<file path="src/common/spi_regmap_pkg.sv">
package spi_regmap_pkg;

	//////////////////////////////////////////////////
	// bus widths
	//////////////////////////////////////////////////

	// avalon word address
	localparam int ADDR_W = 8;
	// register width unless the top overrides it
	localparam int DATA_W_DEFAULT = 32;

	// register map, word addresses
	typedef enum logic [ADDR_W-1:0] {
		ADDR_CONTROL    = 8'h00,
		ADDR_STATUS     = 8'h01,
		ADDR_DATA_WRITE = 8'h02,
		ADDR_DATA_READ  = 8'h03
	} reg_addr_e;

	//////////////////////////////////////////////////
	// control register bits
	//////////////////////////////////////////////////

	// start a write transfer, cleared when taken
	localparam int CTL_CMD_WRITE = 0;
	// start a read transfer, cleared when taken
	localparam int CTL_CMD_READ = 1;
	// self clearing, drops both irq flags
	localparam int CTL_IRQ_RESET = 2;
	localparam int CTL_IRQ_WR_EN = 3;
	localparam int CTL_IRQ_RD_EN = 4;

	//////////////////////////////////////////////////
	// status register bits
	//////////////////////////////////////////////////

	// busy code sits at the bottom
	localparam int STS_BUSY_LO = 0;
	localparam int STS_BUSY_W = 2;
	// bit 2 unused
	localparam int STS_IRQ_WR = 3;
	localparam int STS_IRQ_RD = 4;

endpackage

</file>
<file path="src/common/spi_xfer_pkg.sv">
package spi_xfer_pkg;

	// sequencer states
	// start states last one cycle, end states wait for the engine
	typedef enum logic [2:0] {
		XFER_IDLE      = 3'd0,
		XFER_WRITE     = 3'd1,
		XFER_READ      = 3'd2,
		XFER_WRITE_END = 3'd3,
		XFER_READ_END  = 3'd4
	} xfer_state_e;

	// busy code as seen in status bits 1:0
	// 3 is never produced
	typedef enum logic [1:0] {
		STATUS_IDLE    = 2'd0,
		STATUS_WRITING = 2'd1,
		STATUS_READING = 2'd2
	} xfer_status_e;

endpackage

</file>
<file path="src/avalon_bus_port.sv">
module avalon_bus_port (
	input  logic clk,
	input  logic reset_n,
	input  logic chip_select,
	input  logic read,
	input  logic write,
	output logic wait_request,
	output logic reg_write,
	output logic reg_read
);

	// combined request and its history
	logic req;
	logic req_d1;
	logic req_d2;
	// per kind history for the strobes
	logic wr_d1;
	logic wr_d2;
	logic rd_d1;
	logic rd_d2;

	assign req = write | read;

	//////////////////////////////////////////////////
	// wait_request
	//////////////////////////////////////////////////

	always_ff @(posedge clk or negedge reset_n)
	begin
		if (!reset_n)
		begin
			req_d1 <= 1'b0;
			req_d2 <= 1'b0;
		end
		else
		begin
			req_d1 <= req;
			req_d2 <= req_d1;
		end
	end

	// held off until the request has been seen on two edges
	assign wait_request = req & ~req_d2;

	//////////////////////////////////////////////////
	// access strobes
	//////////////////////////////////////////////////

	always_ff @(posedge clk or negedge reset_n)
	begin
		if (!reset_n)
		begin
			wr_d1 <= 1'b0;
			wr_d2 <= 1'b0;
			rd_d1 <= 1'b0;
			rd_d2 <= 1'b0;
		end
		else
		begin
			wr_d1 <= write;
			wr_d2 <= wr_d1;
			rd_d1 <= read;
			rd_d2 <= rd_d1;
		end
	end

	// rising edge after first sample, one cycle wide
	// only for this slave
	assign reg_write = wr_d1 & ~wr_d2 & chip_select;
	assign reg_read  = rd_d1 & ~rd_d2 & chip_select;

endmodule

</file>
<file path="src/csr/csr_bank.sv">
module csr_bank #(
	parameter int DATA_W = spi_regmap_pkg::DATA_W_DEFAULT
) (
	input  logic                            clk,
	input  logic                            reset_n,
	input  logic [spi_regmap_pkg::ADDR_W-1:0] address,
	input  logic [DATA_W-1:0]               write_data,
	input  logic                            reg_write,
	input  logic                            reg_read,
	input  logic                            write_taken,
	input  logic                            read_taken,
	input  logic                            write_done,
	input  logic                            read_done,
	input  spi_xfer_pkg::xfer_status_e      xfer_status,
	input  logic [DATA_W-1:0]               data_read_from_spi,
	output logic [DATA_W-1:0]               read_data,
	output logic                            cmd_write,
	output logic                            cmd_read,
	output logic [DATA_W-1:0]               data_write_to_spi,
	output logic                            irq
);

	import spi_regmap_pkg::*;

	// stored control bits
	logic irq_wr_en;
	logic irq_rd_en;
	// decoded writes
	logic ctrl_wr;
	logic dwr_wr;
	logic irq_reset;
	// data registers
	logic [DATA_W-1:0] data_write_q;
	logic [DATA_W-1:0] data_read_q;
	// interrupt flags
	logic irq_wr_flag;
	logic irq_rd_flag;
	// readback words
	logic [DATA_W-1:0] ctrl_word;
	logic [DATA_W-1:0] status_word;
	logic [DATA_W-1:0] rd_mux;

	//////////////////////////////////////////////////
	// write decode
	//////////////////////////////////////////////////

	always_comb
	begin
		ctrl_wr = 1'b0;
		dwr_wr  = 1'b0;
		if (reg_write)
		begin
			case (reg_addr_e'(address))
				ADDR_CONTROL:    ctrl_wr = 1'b1;
				ADDR_DATA_WRITE: dwr_wr = 1'b1;
				// status and data-read ignore writes
				default: ;
			endcase
		end
	end

	// not stored, acts on the write itself
	assign irq_reset = ctrl_wr & write_data[CTL_IRQ_RESET];

	// control register
	always_ff @(posedge clk or negedge reset_n)
	begin
		if (!reset_n)
		begin
			cmd_write <= 1'b0;
			cmd_read  <= 1'b0;
			irq_wr_en <= 1'b0;
			irq_rd_en <= 1'b0;
		end
		else
		begin
			// sequencer took the command
			if (write_taken)
				cmd_write <= 1'b0;
			if (read_taken)
				cmd_read <= 1'b0;
			// a fresh bus write wins over the clear
			if (ctrl_wr)
			begin
				cmd_write <= write_data[CTL_CMD_WRITE];
				cmd_read  <= write_data[CTL_CMD_READ];
				irq_wr_en <= write_data[CTL_IRQ_WR_EN];
				irq_rd_en <= write_data[CTL_IRQ_RD_EN];
			end
		end
	end

	// data-write and captured read word
	always_ff @(posedge clk or negedge reset_n)
	begin
		if (!reset_n)
		begin
			data_write_q <= '0;
			data_read_q  <= '0;
		end
		else
		begin
			if (dwr_wr)
				data_write_q <= write_data;
			// engine word is valid from the fall on
			if (read_done)
				data_read_q <= data_read_from_spi;
		end
	end

	assign data_write_to_spi = data_write_q;

	//////////////////////////////////////////////////
	// interrupts
	//////////////////////////////////////////////////

	always_ff @(posedge clk or negedge reset_n)
	begin
		if (!reset_n)
		begin
			irq_wr_flag <= 1'b0;
			irq_rd_flag <= 1'b0;
			irq         <= 1'b0;
		end
		else
		begin
			if (irq_reset)
			begin
				irq_wr_flag <= 1'b0;
				irq_rd_flag <= 1'b0;
			end
			// a done in the same cycle still lands
			if (write_done && irq_wr_en)
				irq_wr_flag <= 1'b1;
			if (read_done && irq_rd_en)
				irq_rd_flag <= 1'b1;
			irq <= irq_wr_flag | irq_rd_flag;
		end
	end

	//////////////////////////////////////////////////
	// readback
	//////////////////////////////////////////////////

	always_comb
	begin
		ctrl_word = '0;
		ctrl_word[CTL_CMD_WRITE] = cmd_write;
		ctrl_word[CTL_CMD_READ]  = cmd_read;
		ctrl_word[CTL_IRQ_WR_EN] = irq_wr_en;
		ctrl_word[CTL_IRQ_RD_EN] = irq_rd_en;

		status_word = '0;
		status_word[STS_BUSY_LO +: STS_BUSY_W] = xfer_status;
		status_word[STS_IRQ_WR] = irq_wr_flag;
		status_word[STS_IRQ_RD] = irq_rd_flag;

		case (reg_addr_e'(address))
			ADDR_CONTROL:    rd_mux = ctrl_word;
			ADDR_STATUS:     rd_mux = status_word;
			ADDR_DATA_WRITE: rd_mux = data_write_q;
			ADDR_DATA_READ:  rd_mux = data_read_q;
			default:         rd_mux = '0;
		endcase
	end

	// valid when wait_request drops
	always_ff @(posedge clk or negedge reset_n)
	begin
		if (!reset_n)
			read_data <= '0;
		else if (reg_read)
			read_data <= rd_mux;
	end

endmodule

</file>
<file path="src/xfer/transfer_sequencer.sv">
module transfer_sequencer (
	input  logic                       clk,
	input  logic                       reset_n,
	input  logic                       cmd_write,
	input  logic                       cmd_read,
	input  logic                       data_pack_ready,
	output logic                       go_transfer,
	output logic                       write_taken,
	output logic                       read_taken,
	output logic                       write_done,
	output logic                       read_done,
	output spi_xfer_pkg::xfer_status_e xfer_status
);

	import spi_xfer_pkg::*;

	xfer_state_e state;
	xfer_state_e state_next;
	logic        idle;
	// engine handshake sync
	logic        dpr_d1;
	logic        dpr_d2;
	logic        dpr_fall;

	//////////////////////////////////////////////////
	// command acceptance
	//////////////////////////////////////////////////

	assign idle = (state == XFER_IDLE);

	// one cycle, on the way out of idle
	// write has priority when both are pending
	assign write_taken = idle & cmd_write;
	assign read_taken  = idle & cmd_read & ~cmd_write;
	assign go_transfer = write_taken | read_taken;

	//////////////////////////////////////////////////
	// done detection
	//////////////////////////////////////////////////

	always_ff @(posedge clk or negedge reset_n)
	begin
		if (!reset_n)
		begin
			dpr_d1 <= 1'b0;
			dpr_d2 <= 1'b0;
		end
		else
		begin
			dpr_d1 <= data_pack_ready;
			dpr_d2 <= dpr_d1;
		end
	end

	// high then low on consecutive samples
	assign dpr_fall = dpr_d2 & ~dpr_d1;

	// steer by transfer kind
	assign write_done = dpr_fall & (state == XFER_WRITE_END);
	assign read_done  = dpr_fall & (state == XFER_READ_END);

	//////////////////////////////////////////////////
	// state machine
	//////////////////////////////////////////////////

	always_comb
	begin
		state_next = state;
		case (state)
			XFER_IDLE:
			begin
				if (write_taken)
					state_next = XFER_WRITE;
				else if (read_taken)
					state_next = XFER_READ;
			end
			XFER_WRITE:     state_next = XFER_WRITE_END;
			XFER_READ:      state_next = XFER_READ_END;
			// wait for the engine to finish
			XFER_WRITE_END:
			begin
				if (write_done)
					state_next = XFER_IDLE;
			end
			XFER_READ_END:
			begin
				if (read_done)
					state_next = XFER_IDLE;
			end
			default:        state_next = XFER_IDLE;
		endcase
	end

	always_ff @(posedge clk or negedge reset_n)
	begin
		if (!reset_n)
			state <= XFER_IDLE;
		else
			state <= state_next;
	end

	// busy code for the status register
	always_comb
	begin
		case (state)
			XFER_WRITE, XFER_WRITE_END: xfer_status = STATUS_WRITING;
			XFER_READ, XFER_READ_END:   xfer_status = STATUS_READING;
			default:                    xfer_status = STATUS_IDLE;
		endcase
	end

endmodule

</file>
<file path="src/spi_ctrl_top.sv">
module spi_ctrl_top #(
	parameter int DATA_W = spi_regmap_pkg::DATA_W_DEFAULT
) (
	input  logic                              clk,
	input  logic                              reset_n,
	input  logic                              chip_select,
	input  logic [spi_regmap_pkg::ADDR_W-1:0] address,
	input  logic                              read,
	input  logic                              write,
	input  logic [DATA_W-1:0]                 write_data,
	input  logic                              data_pack_ready,
	input  logic [DATA_W-1:0]                 data_read_from_spi,
	output logic                              wait_request,
	output logic [DATA_W-1:0]                 read_data,
	output logic                              go_transfer,
	output logic [DATA_W-1:0]                 data_write_to_spi,
	output logic                              irq
);

	import spi_xfer_pkg::*;

	// bus port to registers
	logic reg_write;
	logic reg_read;
	// registers to sequencer
	logic cmd_write;
	logic cmd_read;
	// sequencer back to registers
	logic         write_taken;
	logic         read_taken;
	logic         write_done;
	logic         read_done;
	xfer_status_e xfer_status;

	avalon_bus_port i_bus_port (
		.clk          (clk),
		.reset_n      (reset_n),
		.chip_select  (chip_select),
		.read         (read),
		.write        (write),
		.wait_request (wait_request),
		.reg_write    (reg_write),
		.reg_read     (reg_read)
	);

	csr_bank #(
		.DATA_W (DATA_W)
	) i_csr_bank (
		.clk                (clk),
		.reset_n            (reset_n),
		.address            (address),
		.write_data         (write_data),
		.reg_write          (reg_write),
		.reg_read           (reg_read),
		.write_taken        (write_taken),
		.read_taken         (read_taken),
		.write_done         (write_done),
		.read_done          (read_done),
		.xfer_status        (xfer_status),
		.data_read_from_spi (data_read_from_spi),
		.read_data          (read_data),
		.cmd_write          (cmd_write),
		.cmd_read           (cmd_read),
		.data_write_to_spi  (data_write_to_spi),
		.irq                (irq)
	);

	// one transfer in flight at a time
	transfer_sequencer i_sequencer (
		.clk             (clk),
		.reset_n         (reset_n),
		.cmd_write       (cmd_write),
		.cmd_read        (cmd_read),
		.data_pack_ready (data_pack_ready),
		.go_transfer     (go_transfer),
		.write_taken     (write_taken),
		.read_taken      (read_taken),
		.write_done      (write_done),
		.read_done       (read_done),
		.xfer_status     (xfer_status)
	);

endmodule

</file>
<file path="config.mk">
export PLATFORM = sky130hd
export DESIGN_NAME = spi_ctrl_top
export DESIGN_NICKNAME = d
export VERILOG_FILES = /design/src/common/spi_regmap_pkg.sv /design/src/common/spi_xfer_pkg.sv /design/src/avalon_bus_port.sv /design/src/csr/csr_bank.sv /design/src/xfer/transfer_sequencer.sv /design/src/spi_ctrl_top.sv
export SDC_FILE = /design/constraint.sdc
export NUM_CORES = 1
export LEC_CHECK = 0
export BUFFER_PORTS_ARGS = -buffer_cell sky130_fd_sc_hd__buf_2
export CORE_ASPECT_RATIO = 1.5
export CORE_UTILIZATION = 55
export CTS_CLUSTER_DIAMETER = 40
export CTS_CLUSTER_SIZE = 40
export DETAILED_ROUTE_END_ITERATION = 10
export GPL_ROUTABILITY_DRIVEN = 0
export GPL_TIMING_DRIVEN = 0
export PLACE_DENSITY = 0.95
export SLEW_MARGIN = 15
export SYNTH_ARGS = -nofsm -noshare
export SYNTH_HDL_FRONTEND = slang
export SYNTH_SLANG_ARGS = --single-unit
</file>
<file path="constraint.sdc">
create_clock -name clk -period 4.5 [get_ports clk]
set_clock_uncertainty 0.1 [all_clocks]
set_input_delay 0.9 -clock clk [delete_from_list [all_inputs] [get_ports clk]]
set_output_delay 0.9 -clock clk [all_outputs]
set_load 0.005 [all_outputs]
</file>
==> reports/results.ini <==
[setup_path]
cp-start-kind = flop
path_cells = clkbuf_1, or3_1, nor2_1, buf_2
crit_type = flop to output port
slowest_delay_ns = 0.40
crit_path_end_kind = output port
crit_fanout = 9
cp_slowest_cell = or3_1
worst_ep_arrival_time_ns = 1.63
rrSetupSlack_ns = 2.27
crit_required_ns = 3.50

[cells_and_area]
fill_cells = 616
stdcell_count = 627
n_antenna_cell = 0
nets = 586
drive_above_1_share = 0.487
area_growth_pct = 29.6

[global_route]
track_usage = 0.276
antenna_found_initial = 0
grt_max_degree = 59
overflow = 0
grt_pass1_wl_mm = 18.2
grt_pass1_vias = 3684

[placement]
place_inst = 596
place_ws_ns = 1.73
dp_hpwl_mm = 8.09
portBuffers = 143

[clock_tree]
post_cts_resized = 0
ctsLongestPathBuffers = 2
cts_hold_buf = 0
clk_pin_slew_ns = 0.05
postCtsSetupRepairBufs = 0
cts_tree = built
clkSinkCount = 114
cts_root_buf = clkbuf_16
clk_latency_ns = 0.41
h-tree-depth = 4
cts_buffers = 17

[die]
initial_utilization = 0.565
rows = 41
num_io_pins = 145
core_mm2 = 0.00841
die_h_um = 116
die_x_um = 77.9
die_area_mm2 = 0.00903

[timing]
grt_setup_unrepaired = false
finalSetupViolations = 0
post-route-period-util = 0.584
setup_ws_ns = 1.87
fmax_ghz = 0.380
min_period_ns = 2.63
setup_tns_ns = 0
hold_viol = 0
relSlewSlack = 0.451
slew_violations = 0
worst_pin_slew_ns = 0.823

[power]
p_leak_uw = 0.00323
p_comb_frac = 0.135
p_switching_uw = 699
swShare = 0.246
p_clk_frac = 0.415
peakVddDrop_v = 0.000341
powerDensity_mw_per_mm2 = 461
finalPower_uw = 2840
seqPwrFrac = 0.450
intPower_uw = 2150

[yosys]
synth.area.top_cells = dfrtp_1, mux2_2, mux2i_1
ys_seq_elements = 114
syn_area_per_cell_um2 = 13.8
synth_top_area_cell = dfrtp_1
synth_flop_cell = dfrtp_1
syn_nets = 423
seq_area_frac_synth = 0.600
async_flop_share = 1.00
syn_inst = 345
synth_top_area_frac = 0.600
synth_edf_count = 0
yosysWarnings = 0
ys_types = 37
synth_area_mm2 = 0.00476

[detailed_routing]
viasPerCell = 5.60
drc = 0
totalWireLength_mm = 11.5
drtPass1Iterations = 4
num_vias = 3512
drt-initial-drc-count = 138
avgRoutedWirePerCell_um = 18.3
drtAntennaViolNets = 0

[hold_path]
min_path_type = flop to flop

[flow_run]
drv_cap = 0

[outcome]
status = finished, final reports clean

## metal layers
metal / global-route usage / part of all wire / up-vias
li1: - / - / 1562
met1: 0.297 / 0.36 / 1785
met4: 0.148 / 0.031 / 0
met2: 0.494 / 0.56 / 134
met3: 0.0748 / 0.051 / 31
met5: 0 / 0 / -
## synthesized netlist by cell type (3+ instances only)
master / n
o31ai_1: 29
mux2_2: 63
nor2b_1: 4
o21ai_0: 3
nand2_1: 37
clkbuf_1: 10
inv_1: 3
buf_6: 3
a21oi_1: 3
mux2i_1: 31
buf_2: 7
dfrtp_1: 114
mux2_1: 4
nor2_1: 3
## power by group through the flow
stage	sequential (µW)	clock [µW]	combinational, µW
finish	1280	1180	384
global route	1300	1240	422
CTS	1280	1190	388
detailed placement	1290	0	381
global placement	1280	0	351
floorplan	1260	0	263
## worst paths after layout
check                                            startpoint                                           end  cells past startpoint
min reg2reg                     i_bus_port.req_d1$_DFF_PN0_                   i_bus_port.req_d2$_DFF_PN0_                      0
min                             i_bus_port.req_d1$_DFF_PN0_                   i_bus_port.req_d2$_DFF_PN0_                      0
max                        i_sequencer.state[0]$_DFFE_PN0P_                                   go_transfer                      4
max in group asynchronous                           reset_n         i_csr_bank.data_read_q[6]$_DFFE_PN0N_                      2
max reg2reg                i_sequencer.state[2]$_DFFE_PN0P_        i_csr_bank.data_read_q[30]$_DFFE_PN0N_                      4
min in group asynchronous                           reset_n  i_csr_bank.data_write_to_spi[25]$_DFFE_PN0P_                      1
## metrics by stage
stage	cell area, µm²	hold slack (ns)	util
floorplan	4760	0.231	-
global placement	5610	0.239	0.666
detailed placement	5640	0.248	0.670
CTS	6160	0.255	0.733
global route	6160	0.272	0.733
finish	6160	0.249	0.733
## area by class of cell
cell class,instances,area [µm²],area share
flip-flops and latches,114,2850,0.463
multi-input cells,206,1780,0.288
repair buffers,144,749,0.122
clock buffers,25,495,0.0804
well taps,107,134,0.0217
plain buffers,22,114,0.0185
clock inverters,6,30.0,0.00487
inverters,3,11.3,0.00183
## critical path: cells and delay by family (launching register included)
family | cells | cell delay, ns
AND/OR/NAND/NOR | 2 | 0.52
buffers and inverters | 2 | 0.34
flip-flops | 1 | 0.36
## cell families (layout without fill, tap and decap cells)
family	Yosys count	in the layout	share of synthesized area
compound gates	43	43	0.0660
flops	114	114	0.600
xor+xnor	1	1	0.00184
simple gates	62	62	0.0726
buf+inv	25	200	0.0263
mux	100	100	0.233
## registers in the layout, summed over array words and instances, names as in the netlist
register                      flops
i_sequencer.state                 3
i_sequencer.dpr_d1                1
i_csr_bank.data_write_to_spi     32
i_bus_port.req_d1                 1
i_bus_port.wr_d1                  1
i_csr_bank.cmd_read               1
i_bus_port.req_d2                 1
i_csr_bank.data_read_q           32
i_sequencer.dpr_d2                1
i_csr_bank.irq_rd_flag            1
i_csr_bank.irq                    1
i_csr_bank.irq_wr_en              1
i_bus_port.wr_d2                  1
i_bus_port.rd_d2                  1
i_csr_bank.cmd_write              1
i_csr_bank.irq_wr_flag            1
i_csr_bank.read_data             32
i_bus_port.rd_d1                  1
i_csr_bank.irq_rd_en              1
## placed cells by master, fill, tap and decap left out, types with 6 or more instances in the layout
| master | count |
|---|---|
| dfrtp_1 | 114 |
| o31ai_1 | 29 |
| nand2_1 | 37 |
| mux2i_1 | 31 |
| clkbuf_16 | 17 |
| clkinv_2 | 6 |
| buf_2 | 149 |
| clkbuf_1 | 14 |
| mux2_2 | 63 |
(Power assumes the default switching activity.)
